`src/design/dfe_test_pkg.sv`:
```
/* shared sample, antenna, count and mode types of the DFE test-waveform unit
   imported by the RTL modules and the testbench */
`default_nettype none

package dfe_test_pkg;

   ////////////////////////////////////////////////////////////
   // sample and index widths
   ////////////////////////////////////////////////////////////
   localparam int PRECISION = 16;               // bits per I or Q part

   typedef logic [2*PRECISION-1:0] iq_t;        // {imag, real}, one word
   typedef logic [1:0]             ant_id_t;    // so 1 to 4 antennas
   typedef logic [15:0]            count_t;     // sample count and pointers

   ////////////////////////////////////////////////////////////
   // configuration and controller encodings
   ////////////////////////////////////////////////////////////
   typedef enum logic [1:0] {
      MODE_IDLE      = 2'd0,                    // unit parked
      MODE_STORE     = 2'd1,                    // capture at next marker
      MODE_PLAY_ONCE = 2'd2,                    // one pass of the block
      MODE_PLAY_LOOP = 2'd3                     // repeat until idle
   } test_mode_t;

   typedef enum logic [1:0] {
      CTRL_IDLE      = 2'd0,
      CTRL_WAIT_MRKR = 2'd1,                    // armed, waiting for frame
      CTRL_STORE     = 2'd2,
      CTRL_PLAY      = 2'd3
   } ctrl_state_t;

endpackage

`default_nettype wire

```
`src/design/ant_interleave.sv`:
```
/* round-robin drain of the per-antenna buffers onto one output stream,
   antenna index carried on the user field */
`timescale 1ns/100ps
`default_nettype none

module ant_interleave #(
   parameter int N_ANTENNAS = 4
) (
   input  logic                  clk_1x,
   input  logic                  resetn,
   input  logic                  cmd_start,      // restart at antenna 0
   input  logic [N_ANTENNAS-1:0] buf_valid,
   input  dfe_test_pkg::iq_t     buf_data [N_ANTENNAS],
   output logic [N_ANTENNAS-1:0] buf_ready,
   input  logic                  m_tready,
   output logic                  m_tvalid,
   output dfe_test_pkg::iq_t     m_tdata,
   output dfe_test_pkg::ant_id_t m_tuser
);
   import dfe_test_pkg::*;

   localparam ant_id_t LAST_ANT = ant_id_t'(N_ANTENNAS - 1);

   ant_id_t sel;                                // antenna being drained
   logic    beat;

   ////////////////////////////////////////////////////////////
   // forward the selected buffer
   ////////////////////////////////////////////////////////////
   assign m_tvalid = buf_valid[sel];
   assign m_tdata  = buf_data[sel];
   assign m_tuser  = sel;
   assign beat     = m_tvalid && m_tready;

   always_comb begin
      buf_ready      = '0;                      // others see no ready
      buf_ready[sel] = m_tready;
   end

   ////////////////////////////////////////////////////////////
   // round-robin pointer
   ////////////////////////////////////////////////////////////
   always_ff @(posedge clk_1x) begin
      if (!resetn) begin
         sel <= '0;
      end else if (cmd_start) begin
         sel <= '0;                             // every playback from ant 0
      end else if (beat) begin
         if (sel == LAST_ANT) begin
            sel <= '0;
         end else begin
            sel <= sel + ant_id_t'(1);          // next antenna after a beat
         end
      end
   end

endmodule

`default_nettype wire

```
`config.mk`:
```
export PLATFORM = sky130hd
export DESIGN_NAME = ant_interleave
export DESIGN_NICKNAME = d
export VERILOG_FILES = /design/src/design/dfe_test_pkg.sv /design/src/design/ant_interleave.sv
export SDC_FILE = /design/constraint.sdc
export NUM_CORES = 1
export LEC_CHECK = 0
export BUFFER_PORTS_ARGS = -buffer_cell sky130_fd_sc_hd__buf_2
export CAP_MARGIN = 15
export CORE_AREA = 2 2 68 70
export CTS_CLUSTER_DIAMETER = 120
export DETAILED_ROUTE_END_ITERATION = 8
export DIE_AREA = 0 0 70 72
export HOLD_SLACK_MARGIN = 0.03
export PLACE_DENSITY = 0.71
export SLEW_MARGIN = 20
export SYNTH_ARGS = -nofsm -noshare
export SYNTH_HDL_FRONTEND = slang
export SYNTH_SLANG_ARGS = --single-unit
```
`constraint.sdc`:
```
create_clock -name clk_1x -period 4.1 [get_ports clk_1x]
set_clock_uncertainty 0.1 [all_clocks]
set_input_delay 0.82 -clock clk_1x [delete_from_list [all_inputs] [get_ports clk_1x]]
set_output_delay 0.82 -clock clk_1x [all_outputs]
set_load 0.005 [all_outputs]
```
==> run metrics <==
CTS Buffer Depth 2; WHS Endpoint m_tuser[0]; Yosys reg bits 2; DRT iter0 DRCs ~50; synthesized area per cell between 15 and 20 µm²; initial antenna violation count 0; Max-Cap Viols 0; Worst Hold Class flip-flop to flip-flop; Placed Area between 1500 and 2000 µm²; Sw Ratio 0.2601; CTS buffer count 3; HPWL after DPL roughly 3800 µm; TritonCTS clock tree done; WS Path Type flip-flop to output pin; post-synthesis sequential area ratio 0.03805; commonest non-fill, non-tap cell in the layout buf_2; Clock Tree Root clkbuf_8; hold path start m_tuser[0]; Max H-tree Level 1; syn nets 207; row count 24; kind of start point of the critical path flip-flop; most frequent cells in the layout 174 x buf_2, 27 x mux4_2, 5 x mux4_1, 5 x nand2_1; WP data arrival 1.84 ns; pwr/cell area about 130 nW/µm²; Clock transition at path regs approximately 0.03 ns; Flop pwr share 0.099; DRT antenna net count 0; DR WL/cell around 15 µm; met1 WL between 1500 and 2000 µm; total gr overflow 0; hold depth 2; worst slew pin tran approximately 0.87 ns; Core ar. around 4300 µm²; first-pass iteration count of the detailed router 4; Max FO, Critical Path 21; Net Switching approximately 0.000065 W; Peak VDD IR around 130 µV; worst r2r path cells 4; # fillers roughly 420; CTS Sinks 2; global-route wire length before repair 6630 µm; length of routed met2 wiring about 2300 µm; Final Setup Violations 0; unrepaired setup endpoints after global routing false; Post-CTS Hold Fix Bufs 0; placed insts ~290; area grow syn2layout 86.80%; drt drc 0; finished layout cell area a little under 2000 µm²; Hold Violations, Final 0; Netlist cell types 17; Logic pwr share 0.589; RR Endpoint m_tuser[1]; Fmax approximately 0.36 GHz; share of cells above drive strength 1 0.8819; pin count of the biggest net entering global routing 42; Critical Path Sink Type output pin; reg-to-reg critical path startpoint m_tuser[1]; worst endpoint required time around 3.2 ns; Worst-Skew Late Latency between 0.2 and 0.25 ns; Die Wd ~70 µm; Port Buffers ~170; Final period util 0.6735; Post-Syn Instances 67; routed via count 1358; highest routed metal layer met4; Slew headroom 0.4168; initial core utilization 0.2468; setup bufs post-CTS 0; total wire length 4256 µm; Slew Viols, Final 0; reg-to-reg slack, setup around 2.4 ns; antenna diode count 0; YS warnings 0; Die ar. 5040 µm²; DR WL met3 between 400 and 500 µm; Nets roughly 380; vias in the first global route 1475; Final Critical Period approximately 2.8 ns; Die H around 70 µm; Layout Cells excl Fill ~290; RePlAce Congestion ~0.74; total global-route track usage 0.1605; dpl ws between 1.5 and 2 ns; setup TNS 0 ns; Pleak 1.004 nW; hold_ws 0.6043 ns; max reg flops 2; CTS-repair resized insts 0; routed vias/inst approximately 4.7; Ports roughly 180; Final WS setup about 1.3 ns; Post-Syn Area roughly 1100 µm²; status finished clean; Int Pwr 0.0001838 W; clock power share 0.312
## synthesized netlist by cell type
master     instances  area share
mux2_4             1       0.014
buf_2              4       0.019
ha_1               4       0.048
nor2b_1            2       0.012
mux2i_1            3       0.029
a21oi_1            1      0.0048
and2_1             4       0.024
nor2_1             2      0.0071
nand2_1            5       0.018
inv_1              2      0.0071
dfxtp_1            2       0.038
mux4_1             5        0.12
mux4_2            27        0.58
buf_8              1       0.014
buf_12             2       0.038
a2bb2oi_2          1       0.014
buf_6              1       0.011
## layer usage
metal	vias to the layer above	GRT usage
met2	84	0.3026
met1	632	0.1863
met3	2	0.04028
li1	640	-
met5	-	0
met4	0	0.02991
## worst max-delay path: stages (launching register included)
cell and delay (ns):
dfxtp_2 0.68, buf_12 0.27, mux4_2 0.53, buf_2 0.14
## power by group through the flow
stage                     Combinational [W]  Clock (W)  Sequential, W
after CTS                          0.000148  0.0000799      0.0000249
final                              0.000146  0.0000774      0.0000246
after floorplan                   0.0000647          0      0.0000209
after global routing               0.000161  0.0000811      0.0000253
after detailed placement           0.000148          0      0.0000251
after global placement             0.000145          0      0.0000248
## area by class of cell
class                   instances  area [µm²]  area share
repair buffers                175       890.9      0.4532
inverters                       2       7.507    0.003819
multi-input cells              55       918.4      0.4672
well taps                      52       65.06     0.03310
flip-flops and latches          2       42.54     0.02164
clock buffers                   3       41.29     0.02101
## cell families after synthesis
group           after synthesis  synth area share
flops                         2           0.03805
fa+ha+maj                     4           0.04756
buf+inv                      10           0.08918
simple gates                 13           0.06064
compound gates                2           0.01902
mux                          36            0.7455
## metrics by stage
| step | util | power, W |
|---|---|---|
| finish | 0.4610 | 0.0002484 |
| floorplan | - | 0.00008558 |
| detailed placement | 0.4513 | 0.0001733 |
| global placement | 0.4513 | 0.0001700 |
| global route | 0.4610 | 0.0002672 |
| CTS | 0.4610 | 0.0002532 |
## worst max path at each step
stage          cells after the start     endpoint         start  slack [ns]
5_1_grt                            3   m_tdata[9]    m_tuser[0]        1.20
4_1_cts                            3  m_tdata[18]    m_tuser[0]        1.28
2_1_floorplan                      1  m_tdata[24]  buf_data[88]        1.86
3_5_place_dp                       3  m_tdata[18]    m_tuser[0]        1.50
6_report                           3   m_tdata[9]    m_tuser[0]        1.34
3_3_place_gp                       3  m_tdata[15]    m_tuser[0]        1.55
Power figures use the tool's default switching activity.
