--- src/design/dfe_test_pkg.sv ---
/* shared sample, antenna, count and mode types of the DFE test-waveform unit
   imported by the RTL modules and the testbench */
`default_nettype none

package dfe_test_pkg;

   ////////////////////////////////////////////////////////////
   // sample and index widths
   ////////////////////////////////////////////////////////////
   localparam int PRECISION = 16;               // bits per I or Q part

   typedef logic [2*PRECISION-1:0] iq_t;        // {imag, real}, one word
   typedef logic [1:0]             ant_id_t;    // so 1 to 4 antennas
   typedef logic [15:0]            count_t;     // sample count and pointers

   ////////////////////////////////////////////////////////////
   // configuration and controller encodings
   ////////////////////////////////////////////////////////////
   typedef enum logic [1:0] {
      MODE_IDLE      = 2'd0,                    // unit parked
      MODE_STORE     = 2'd1,                    // capture at next marker
      MODE_PLAY_ONCE = 2'd2,                    // one pass of the block
      MODE_PLAY_LOOP = 2'd3                     // repeat until idle
   } test_mode_t;

   typedef enum logic [1:0] {
      CTRL_IDLE      = 2'd0,
      CTRL_WAIT_MRKR = 2'd1,                    // armed, waiting for frame
      CTRL_STORE     = 2'd2,
      CTRL_PLAY      = 2'd3
   } ctrl_state_t;

endpackage

`default_nettype wire

--- src/design/dfe_test_ctrl.sv ---
/* store/play sequencer: synchronises the async trigger, finds its rising edge
   and broadcasts store/play commands with a start pulse to all buffers */
`timescale 1ns/100ps
`default_nettype none

module dfe_test_ctrl #(
   parameter int N_ANTENNAS = 4
) (
   input  logic                     clk_1x,
   input  logic                     resetn,
   input  dfe_test_pkg::test_mode_t cfg_mode,
   input  logic                     trigger,      // async
   input  logic                     frm_mrkr,     // one-cycle pulse
   input  logic [N_ANTENNAS-1:0]    buf_done,
   output logic                     store_en,
   output logic                     play_en,
   output logic                     play_loop,
   output logic                     cmd_start,
   output logic                     busy
);
   import dfe_test_pkg::*;

   logic        trig_meta;                      // first sync stage
   logic        trig_sync;                      // second sync stage
   logic        trig_prev;                      // delayed copy for edge
   logic        trig_edge;                      // registered rising edge
   logic        all_done;
   logic        mode_idle;
   logic        start_nxt;
   ctrl_state_t state;
   ctrl_state_t state_nxt;

   ////////////////////////////////////////////////////////////
   // trigger synchroniser and edge detect
   ////////////////////////////////////////////////////////////
   always_ff @(posedge clk_1x) begin
      if (!resetn) begin
         trig_meta <= 1'b0;
         trig_sync <= 1'b0;
         trig_prev <= 1'b0;
         trig_edge <= 1'b0;
      end else begin
         trig_meta <= trigger;
         trig_sync <= trig_meta;
         trig_prev <= trig_sync;
         trig_edge <= trig_sync & ~trig_prev;   // seen 3 cycles after rise
      end
   end

   // done flags are stale in the start cycle, buffers clear them there
   assign all_done  = (&buf_done) & ~cmd_start;
   assign mode_idle = (cfg_mode == MODE_IDLE);

   ////////////////////////////////////////////////////////////
   // sequencer
   ////////////////////////////////////////////////////////////
   always_comb begin
      state_nxt = state;
      start_nxt = 1'b0;
      case (state)
         CTRL_IDLE: begin
            if (trig_edge && (cfg_mode == MODE_STORE)) begin
               state_nxt = CTRL_WAIT_MRKR;      // store waits for frame
            end else if (trig_edge && !mode_idle) begin
               state_nxt = CTRL_PLAY;           // either play mode
               start_nxt = 1'b1;
            end
         end
         CTRL_WAIT_MRKR: begin
            if (mode_idle) begin
               state_nxt = CTRL_IDLE;           // abort, nothing stored
            end else if (frm_mrkr) begin
               state_nxt = CTRL_STORE;
               start_nxt = 1'b1;
            end
         end
         CTRL_STORE, CTRL_PLAY: begin
            if (mode_idle || all_done) begin
               state_nxt = CTRL_IDLE;           // contents are kept
            end
         end
         default: begin
            state_nxt = CTRL_IDLE;
         end
      endcase
   end

   always_ff @(posedge clk_1x) begin
      if (!resetn) begin
         state     <= CTRL_IDLE;
         cmd_start <= 1'b0;
      end else begin
         state     <= state_nxt;
         cmd_start <= start_nxt;                // first cycle of store/play
      end
   end

   assign store_en  = (state == CTRL_STORE);
   assign play_en   = (state == CTRL_PLAY);
   assign play_loop = play_en && (cfg_mode == MODE_PLAY_LOOP);
   assign busy      = (state != CTRL_IDLE);

endmodule

`default_nettype wire

--- config.mk ---
export PLATFORM = sky130hd
export DESIGN_NAME = dfe_test_ctrl
export DESIGN_NICKNAME = d
export VERILOG_FILES = /design/src/design/dfe_test_pkg.sv /design/src/design/dfe_test_ctrl.sv
export SDC_FILE = /design/constraint.sdc
export NUM_CORES = 1
export LEC_CHECK = 0
export BUFFER_PORTS_ARGS = -buffer_cell sky130_fd_sc_hd__clkbuf_2
export CAP_MARGIN = 20
export CELL_PAD_IN_SITES_DETAIL_PLACEMENT = 0
export CELL_PAD_IN_SITES_GLOBAL_PLACEMENT = 1
export CORE_AREA = 8 8 45 47
export CTS_BUF_LIST = sky130_fd_sc_hd__clkbuf_4 sky130_fd_sc_hd__clkbuf_8
export DETAILED_ROUTE_END_ITERATION = 8
export DIE_AREA = 0 0 53 55
export GPL_TIMING_DRIVEN = 0
export HOLD_SLACK_MARGIN = 0.1
export PLACE_DENSITY = 0.61
export SYNTH_ARGS = -nofsm -noshare
export SYNTH_HDL_FRONTEND = slang
export SYNTH_SLANG_ARGS = --single-unit
--- constraint.sdc ---
create_clock -name clk_1x -period 1.3 [get_ports clk_1x]
set_clock_uncertainty 0.05 [all_clocks]
set_input_delay 0.195 -clock clk_1x [delete_from_list [all_inputs] [get_ports clk_1x]]
set_output_delay 0.195 -clock clk_1x [all_outputs]
set_load 0.05 [all_outputs]
==> summary.txt <==
status = complete, but fails checks
failing checks = setup timing
DIE AREA = 2920 µm²
HP Class = input port to flip-flop
CTS Root Cell = clkbuf_4
R2R Path Start = state[0]$_SDFFE_PN0P_
r2r endpoint = state[1]$_SDFFE_PN0P_
RePlAce Congestion = 0.664
Worst EP required = 1.05 ns
DIE WIDTH = 53 µm
RSZ-0062 raised after global routing = yes
crit path time final = 1.33 ns
final WL = 758 µm
grt ovf = 0
Yosys cell types = 19
drt initial violations = 5
fmax = 751 MHz
Post-synth top cells = dfxtp_1 (7), and2_1 (4)
Final period util = 1.02
endpoint class of the critical path = output port
die height = 55 µm
first-pass GRT wire length = 1.00 mm
pwr dens = 1020 nW/µm²
DRC Markers = 0
R2R setup slack = 0.02 ns
kind of critical path = flip-flop to output port
leading area contributor after synthesis = dfxtp_1
post-placement cell area = 410 µm²
top cell type's share of synthesized area = 0.446
Slew headroom = 0.811
most frequent cell after synthesis = dfxtp_1
Slowest-stage cell, CP = dfxtp_4
Synth Cell Area = 314 µm²
CP max FO = 4
antenna violations before repair = 0
post-route cell area = 504 µm²
Vias/cell = 4.35
Synth area leaders = dfxtp_1 (45%), and2_1 (8.0%), a221oi_2 (4.8%)
Async SR Flop Fraction = 0
Synth warnings = 0
final worst setup slack = -0.0319 ns
Post-Synthesis Cells = 32
max-cap viol count = 0
placed insts = 62
Max Buffers Root-to-Sink = 2
share of layout cells above drive strength 1 = 0.528
vias post-DR = 300
total power = 514 µW
WHS Path Cells = 3
total CTS buffers = 3
initial core utilization = 0.227
TritonCTS clock tree = yes
pre-CTS WS = -0.0139 ns
sequential share of the synthesized area = 0.446
cell chain of the critical path = and2_4, and3_4, clkbuf_16
Startpoint Class = flip-flop
number of flops mapped to enable cells by yosys = 0
ANT cells = 0
Final Hold Viols = 0
Placeable Area = 1380 µm²
Synth Register Bits = 7
Avg WL per Cell = 11.0 µm
worst vdd ir = 0.509 mV
H-tree Lvls = 1
post-route ant nets = 0
GR Util All Layers = 0.0504
main flop type after synthesis = dfxtp_1
Post-Layout Cell Count = 69
synthesized net count = 42
setup violators final = 1
DR pass1 iterations = 4
largest net degree at the start of global routing = 6
Area growth syn-to-layout = 60.6%
row cnt = 14
max incr delay on CP = 0.34 ns
clk sink count = 7
CP endpoint = play_loop
Synth Area per Inst = 9.81 µm²
Reg clk slew, reported paths = 0.05 ns
Leak = 0.000236 µW
Register-to-Register Path Depth = 4
DP HPWL = 568 µm
# IOs = 15
NumNets Final = 64
Port Buffers = 14
CP startpoint = state[0]$_SDFFE_PN0P_
clk_lat worst skew = 0.25 ns
max-slew violation count = 0
vias in the first global route = 246
Worst-Margin Slew = 0.284 ns
Critical Path AT = 1.09 ns
-- through the flow --
stage / util / TNS, ns / hold slack [ns]
2_1_floorplan: - / 0 / 0.261
3_3_place_gp: 0.297 / -0.0113 / 0.321
3_5_place_dp: 0.297 / -0.0139 / 0.329
4_1_cts: 0.363 / -0.0711 / 0.134
5_1_grt: 0.364 / -0.118 / 0.156
6_report: 0.364 / -0.0319 / 0.137
-- metal layers --
| layer | wire length [µm] | track usage |
|---|---|---|
| met1 | 348 | 0.0595 |
| met2 | 323 | 0.0605 |
| met3 | 79 | 0.0187 |
| met4 | 6 | 0.0647 |
| met5 | 0 | 0 |
-- state kept, by name, indices dropped and copies added, names as in the netlist --
signal and cells:
state 2, cmd_start 1, trig_edge 1, trig_meta 1, trig_prev 1, trig_sync 1
-- critical path, delay by kind of cell, from the launching register on --
kind | cells | cell delay, ns
flops | 1 | 0.34
buf+inv | 1 | 0.16
simple gates | 2 | 0.34
-- timing repair --
item,in CTS,in global routing
pin swaps,1,0
hold endpoints to repair,1,0
cloned,0,0
hold buffers,1,0
buffers inserted,2,0
gates resized for setup,10,2
endpoints found under the setup margin,4,4
-- kinds of logic (layout without fill, tap and decap cells) --
| kind of cell | count (synthesis) | in the layout | synth area share |
|---|---|---|---|
| DFF | 7 | 7 | 0.446 |
| AOI/OAI and AO/OA | 7 | 7 | 0.191 |
| and+or+nand+nor | 17 | 17 | 0.351 |
| buffers and inverters | 1 | 22 | 0.0119 |
-- final cells by class --
cell class | instances | area, µm²
timing repair buffer | 17 | 125
sequential | 7 | 148
inverter | 1 | 3.75
fill | 141 | 880
multi-input combinational | 24 | 178
clock buffer | 4 | 30.0
tap | 16 | 20.0
-- worst min path at each step --
stage	startpoint	to	slack, ns
floorplan	resetn	state[0]$_SDFFE_PN0P_	0.26
global placement	trig_prev$_SDFF_PN0_	trig_edge$_SDFF_PN0_	0.32
detailed placement	trig_prev$_SDFF_PN0_	trig_edge$_SDFF_PN0_	0.33
CTS	resetn	state[0]$_SDFFE_PN0P_	0.13
global route	resetn	state[0]$_SDFFE_PN0P_	0.16
finish	resetn	state[0]$_SDFFE_PN0P_	0.14
-- power breakdown --
group,leakage [µW],switching (µW),internal (µW)
Clock,0.0000184,78.1,138
Combinational,0.000159,40.3,34.2
Sequential,0.0000587,3.33,220
Total,0.000236,122,392
-- placed cells by master, fill, tap and decap left out --
master         count
clkbuf_2          11
dfxtp_1            5
clkbuf_4           4
and2_1             3
or2_2              2
and2b_1            2
o21bai_1           2
nor2b_1            2
buf_4              2
dfxtp_4            2
and2_4             1
and3_4             1
nor4bb_1           1
nor3b_1            1
or3_1              1
nand4_1            1
o211ai_1           1
inv_1              1
a221oi_2           1
a211oi_2           1
o21ai_0            1
nand2_1            1
a21oi_1            1
nor3_1             1
dlygate4sd3_1      1
buf_8              1
clkbuf_16          1
buf_2              1
No activity file was read; power rests on OpenSTA's default activity.
