### config.mk
export PLATFORM = sky130hd
export DESIGN_NAME = iq_wave_buf
export DESIGN_NICKNAME = d
export VERILOG_FILES = /design/src/design/dfe_test_pkg.sv /design/src/design/iq_wave_buf.sv
export SDC_FILE = /design/constraint.sdc
export NUM_CORES = 2
export LEC_CHECK = 0
export BUFFER_PORTS_ARGS = -buffer_cell sky130_fd_sc_hd__buf_4
export CAP_MARGIN = 25
export CORE_MARGIN = 2
export CORE_UTILIZATION = 65
export CTS_BUF_LIST = sky130_fd_sc_hd__clkbuf_4
export CTS_CLUSTER_SIZE = 25
export DETAILED_ROUTE_END_ITERATION = 10
export PLACE_DENSITY_LB_ADDON = 0.12
export SLEW_MARGIN = 10
export SYNTH_ARGS = -nofsm -noshare
export SYNTH_HDL_FRONTEND = slang
export SYNTH_SLANG_ARGS = --single-unit
### constraint.sdc
create_clock -name clk_1x -period 5.6 [get_ports clk_1x]
set_clock_uncertainty 0.05 [all_clocks]
set_input_delay 0.56 -clock clk_1x [delete_from_list [all_inputs] [get_ports clk_1x]]
set_output_delay 0.56 -clock clk_1x [all_outputs]
set_load 0.02 [all_outputs]
### src/design/dfe_test_pkg.sv
/* shared sample, antenna, count and mode types of the DFE test-waveform unit
   imported by the RTL modules and the testbench */
`default_nettype none

package dfe_test_pkg;

   ////////////////////////////////////////////////////////////
   // sample and index widths
   ////////////////////////////////////////////////////////////
   localparam int PRECISION = 16;               // bits per I or Q part

   typedef logic [2*PRECISION-1:0] iq_t;        // {imag, real}, one word
   typedef logic [1:0]             ant_id_t;    // so 1 to 4 antennas
   typedef logic [15:0]            count_t;     // sample count and pointers

   ////////////////////////////////////////////////////////////
   // configuration and controller encodings
   ////////////////////////////////////////////////////////////
   typedef enum logic [1:0] {
      MODE_IDLE      = 2'd0,                    // unit parked
      MODE_STORE     = 2'd1,                    // capture at next marker
      MODE_PLAY_ONCE = 2'd2,                    // one pass of the block
      MODE_PLAY_LOOP = 2'd3                     // repeat until idle
   } test_mode_t;

   typedef enum logic [1:0] {
      CTRL_IDLE      = 2'd0,
      CTRL_WAIT_MRKR = 2'd1,                    // armed, waiting for frame
      CTRL_STORE     = 2'd2,
      CTRL_PLAY      = 2'd3
   } ctrl_state_t;

endpackage

`default_nettype wire

### src/design/iq_wave_buf.sv
/* one antenna's waveform memory: captures its own samples from the
   interleaved stream and replays them through a registered valid/ready port */
`timescale 1ns/100ps
`default_nettype none

module iq_wave_buf #(
   parameter int ANT_INDEX = 0,
   parameter int DEPTH     = 64
) (
   input  logic                  clk_1x,
   input  logic                  resetn,
   input  logic                  store_en,
   input  logic                  play_en,
   input  logic                  play_loop,
   input  logic                  cmd_start,      // clears both pointers
   input  dfe_test_pkg::count_t  num_samples,
   input  logic                  s_tvalid,
   input  dfe_test_pkg::iq_t     s_tdata,
   input  dfe_test_pkg::ant_id_t s_tuser,
   input  logic                  buf_ready,
   output logic                  buf_valid,
   output dfe_test_pkg::iq_t     buf_data,
   output logic                  buf_done
);
   import dfe_test_pkg::*;

   localparam int     ADDR_W  = $clog2(DEPTH);
   localparam count_t DEPTH_C = count_t'(DEPTH);

   iq_t    mem [DEPTH];
   count_t limit;                               // clamped sample count
   count_t wr_cnt;
   count_t wr_base;                             // write slot this cycle
   count_t rd_cnt;
   count_t rd_base;                             // read slot this cycle
   count_t rd_next;
   logic   wr_fire;
   logic   rd_fire;
   logic   take;                                // beat accepted downstream
   logic   out_last;                            // output reg holds last sample

   // zero reads as one, anything past the memory as DEPTH
   assign limit = (num_samples == '0)      ? count_t'(1) :
                  (num_samples > DEPTH_C)  ? DEPTH_C     : num_samples;

   assign wr_base = cmd_start ? '0 : wr_cnt;
   assign rd_base = cmd_start ? '0 : rd_cnt;

   assign wr_fire = store_en && s_tvalid && (s_tuser == ant_id_t'(ANT_INDEX)) &&
                    (wr_base < limit);          // full drops the sample
   assign take    = buf_valid && buf_ready;
   assign rd_fire = play_en && (cmd_start || !buf_valid || buf_ready) &&
                    (rd_base < limit);
   assign rd_next = (play_loop && (rd_base + count_t'(1) == limit)) ? '0 :
                    rd_base + count_t'(1);      // wrap only when looping

   ////////////////////////////////////////////////////////////
   // sample memory and output register
   ////////////////////////////////////////////////////////////
   always_ff @(posedge clk_1x) begin
      if (wr_fire) begin
         mem[wr_base[ADDR_W-1:0]] <= s_tdata;
      end
   end

   always_ff @(posedge clk_1x) begin
      if (rd_fire) begin
         buf_data <= mem[rd_base[ADDR_W-1:0]];  // 1 cycle read
         out_last <= (rd_base + count_t'(1) == limit);
      end
   end

   ////////////////////////////////////////////////////////////
   // pointers, valid and done
   ////////////////////////////////////////////////////////////
   always_ff @(posedge clk_1x) begin
      if (!resetn) begin
         wr_cnt    <= '0;
         rd_cnt    <= '0;
         buf_valid <= 1'b0;
         buf_done  <= 1'b0;
      end else begin
         wr_cnt <= wr_fire ? wr_base + count_t'(1) : wr_base;
         rd_cnt <= rd_fire ? rd_next : rd_base; // moves only on a load
         if (rd_fire) begin
            buf_valid <= 1'b1;
         end else if (take || !play_en) begin
            buf_valid <= 1'b0;
         end
         if (cmd_start) begin
            buf_done <= 1'b0;
         end
         if (wr_fire && (wr_base + count_t'(1) == limit)) begin
            buf_done <= 1'b1;                   // block captured
         end
         if (take && out_last && !play_loop) begin
            buf_done <= 1'b1;                   // play-once finished
         end
      end
   end

endmodule

`default_nettype wire

==> metrics.cfg <==
[status]
status=complete, no violations

[pwr]
comb_power_share_pct=4.2
switching_share_pct=21.9
power_leakage_uw=0.0308
seq_power_share_pct=55.3
vdd_ir_drop_max_mv=0.307
p_switching_uw=6900
power.density_nw_per_um2=330
clockPowerShare_pct=40.4
p_total_uw=31500
power.internal_uw=24600

[critical_path]
worstReg2RegStart=rd_cnt[0]$_SDFF_PN0_
setup.worst_path.start_class=flip-flop
end_kind=flip-flop
worstPathArrival_ps=6050
crit_start=rd_cnt[0]$_SDFF_PN0_
reg2reg_depth=12
cp.required_ps=6690
critPathMaxFanout=56
critical_path_class=flip-flop to flip-flop
r2r_end=rd_cnt[1]$_SDFF_PN0_
timing.reg2reg.setup_slack_ps=640

[cts]
cts_tree=built
cts_setup_buffers=0
numCtsBuffers=551
path_clk_slew_ps=70
cts.sinks=2115
cts_resized=0
clk_path_buf_depth=4
cts_hold_buf=57
htree_levels=6
cts-root-buf=clkbuf_4
clk-insertion-delay-late_ps=1290

[routing]
drt-initial-drc-count=6570
drt-wirelength-per-cell_um=29.9
antenna_left=0
wl_mm=221
met2_length_mm=98.1
wirelength_met1_mm=87.6
routed_via_density=6.63
firstDrtPassIters=7
routed.top_layer=met5
drc=0
met3_length_mm=29.2
num_vias=49016

[timing]
setup_ws_ps=639
setup_tns_ps=0
min_period_ps=4960
rsz0062_at_grt=no
fin_crit_sh_pct=88.6
finalSetupViolations=0
fmax_ghz=0.202
relSlewSlack_pct=28.3
slew_violations=0
hold-worst-slack_ps=210
hold_viol=0
worst_pin_slew_ps=1070

[layout]
layout_common_cells=edfxtp_1, clkbuf_4, mux2i_1, a21oi_1, mux2_2
fillers=7753
area_growth_pct=12.6
mostFrequentLayoutCell=edfxtp_1
stdcell_count=7388
fin_nets=5409
layout-drive-gt1-share_pct=27.9

[floorplan]
initial_core_util_pct=65.5
core_sq_um=129000
ioPinCount=92
dieHeight_um=365
die_area_sq_um=133000
rows=132
fp.dieW_um=365

[synth]
syn_area_sq_um=84700
synth-async-reset-ratio_pct=0
synth-main-ff-cell=edfxtp_1
synth-edff-count=2081
yosysWarnings=0
avgSynthCellArea_sq_um=17.6
synth.distinct_cells=67
ys_seq_area_share_pct=74.6
synth-seq-cells=2115
syn_inst=4804

[worst_hold_path]
min_from=num_samples[15]
whs_path_depth=7
hold_class=input pin to flip-flop
holdPathEnd=out_last$_DFFE_PP_

[place]
port-buffer-count=91
dp_cells=6446
dp_slack_ps=583
gp_congestion=0.868
dp_hpwl_mm=125

[global_route]
grt_overflow_total=0
grt_pass1_vias=48231
antenna_found_initial=13
grt_usage_pct=33.5
grt_pass1_wl_mm=320
grt_max_degree=154

[flow_run]
cap_violations=0

[layout make-up]
type	count	area (sq um)	area share, %
antenna	7	17.5	0.0184
inverter	25	113	0.118
tap	1742	2180	2.29
clock inverter	102	654	0.686
clock buffer	773	5800	6.09
timing repair buffer	266	2660	2.79
multi-input combinational	2358	20700	21.7
sequential	2115	63200	66.3
[layer usage]
metal  up-vias  global-route usage (%)
met2      3275                    47.2
li1      20708                       -
met5         -                       0
met4        14                    12.0
met3       324                    9.78
met1     24695                    50.5
[metrics by stage]
step | area (sq um) | utilization (%)
2_1_floorplan | 84700 | -
3_3_place_gp | 88200 | 68.2
3_5_place_dp | 88200 | 68.2
4_1_cts | 95300 | 73.7
5_1_grt | 95300 | 73.7
6_report | 95300 | 73.7
[flip-flops by register name (all words and copies together), names as in the netlist]
register   count
mem         2048
wr_cnt        16
rd_cnt        16
out_last       1
buf_done       1
buf_valid      1
buf_data      32
[cells in the mapped netlist, types with 4 or more instances]
cell type,number,area share (%)
a211oi_1,98,0.87
a21oi_1,336,2.0
xnor2_1,27,0.28
xor2_1,15,0.16
buf_2,40,0.24
nor4_4,4,0.10
dfxtp_1,34,0.80
a221oi_1,127,1.3
nand3_1,29,0.17
and4_1,6,0.062
nor2_1,163,0.72
nand2_1,170,0.75
nand3b_1,8,0.071
mux4_2,193,5.1
nand4b_1,4,0.041
inv_1,19,0.084
nand2b_1,4,0.030
a21o_1,6,0.053
nand4_1,17,0.13
ha_1,34,0.50
or3_1,13,0.096
o211ai_1,5,0.044
nor2b_1,20,0.15
a221o_1,32,0.38
a21boi_0,7,0.062
mux2i_1,385,4.6
edfxtp_1,2081,74
buf_1,37,0.16
or2_2,12,0.089
and3_1,7,0.052
clkbuf_1,243,1.1
o21ai_0,139,0.82
nor3_1,42,0.25
nor4_1,6,0.044
o22ai_1,126,0.93
and2_1,13,0.096
mux2_2,258,3.4
[power by group through the flow]
stage | clock network (uW) | registers, uW | logic [uW]
after floorplan | 0 | 17800 | 642
after global placement | 0 | 17800 | 1240
after detailed placement | 0 | 17800 | 1270
after CTS | 12900 | 17400 | 1300
after global routing | 13700 | 17400 | 1380
final | 12700 | 17400 | 1330
[cell families (layout without fill, tap and decap cells)]
group | count (synthesis) | in the layout | share of synthesized area [%]
AND/OR/NAND/NOR | 530 | 530 | 2.99
XOR/XNOR | 44 | 44 | 0.488
other | 1 | 25 | 0.00443
adder cells (fa/ha/maj) | 34 | 34 | 0.502
flip-flops | 2115 | 2115 | 74.6
AO/OA/AOI/OAI | 896 | 896 | 6.68
multiplexers | 836 | 836 | 13.1
buffers and inverters | 348 | 1166 | 1.62
[how the worst max path moves through the flow]
stage | to | slack, ps | cells after the start
floorplan | mem[62][0]$_DFFE_PP_ | 450 | 13
global placement | mem[38][16]$_DFFE_PP_ | 550 | 14
detailed placement | mem[38][24]$_DFFE_PP_ | 580 | 14
CTS | rd_cnt[1]$_SDFF_PN0_ | 650 | 12
global route | rd_cnt[1]$_SDFF_PN0_ | 300 | 12
finish | rd_cnt[1]$_SDFF_PN0_ | 640 | 12
[worst max-delay path: stages (launching register included)]
cell	delay [ps]
dfxtp_4	740
nand2_1	330
inv_8	470
ha_1	390
nand4_1	190
nor3_2	520
nand3_1	130
nor2_1	210
o211ai_1	110
dlygate4sd3_1	560
or3_1	330
dlygate4sd3_1	620
o2bb2ai_1	140
Note: power is estimated with default switching activity, not from simulation.
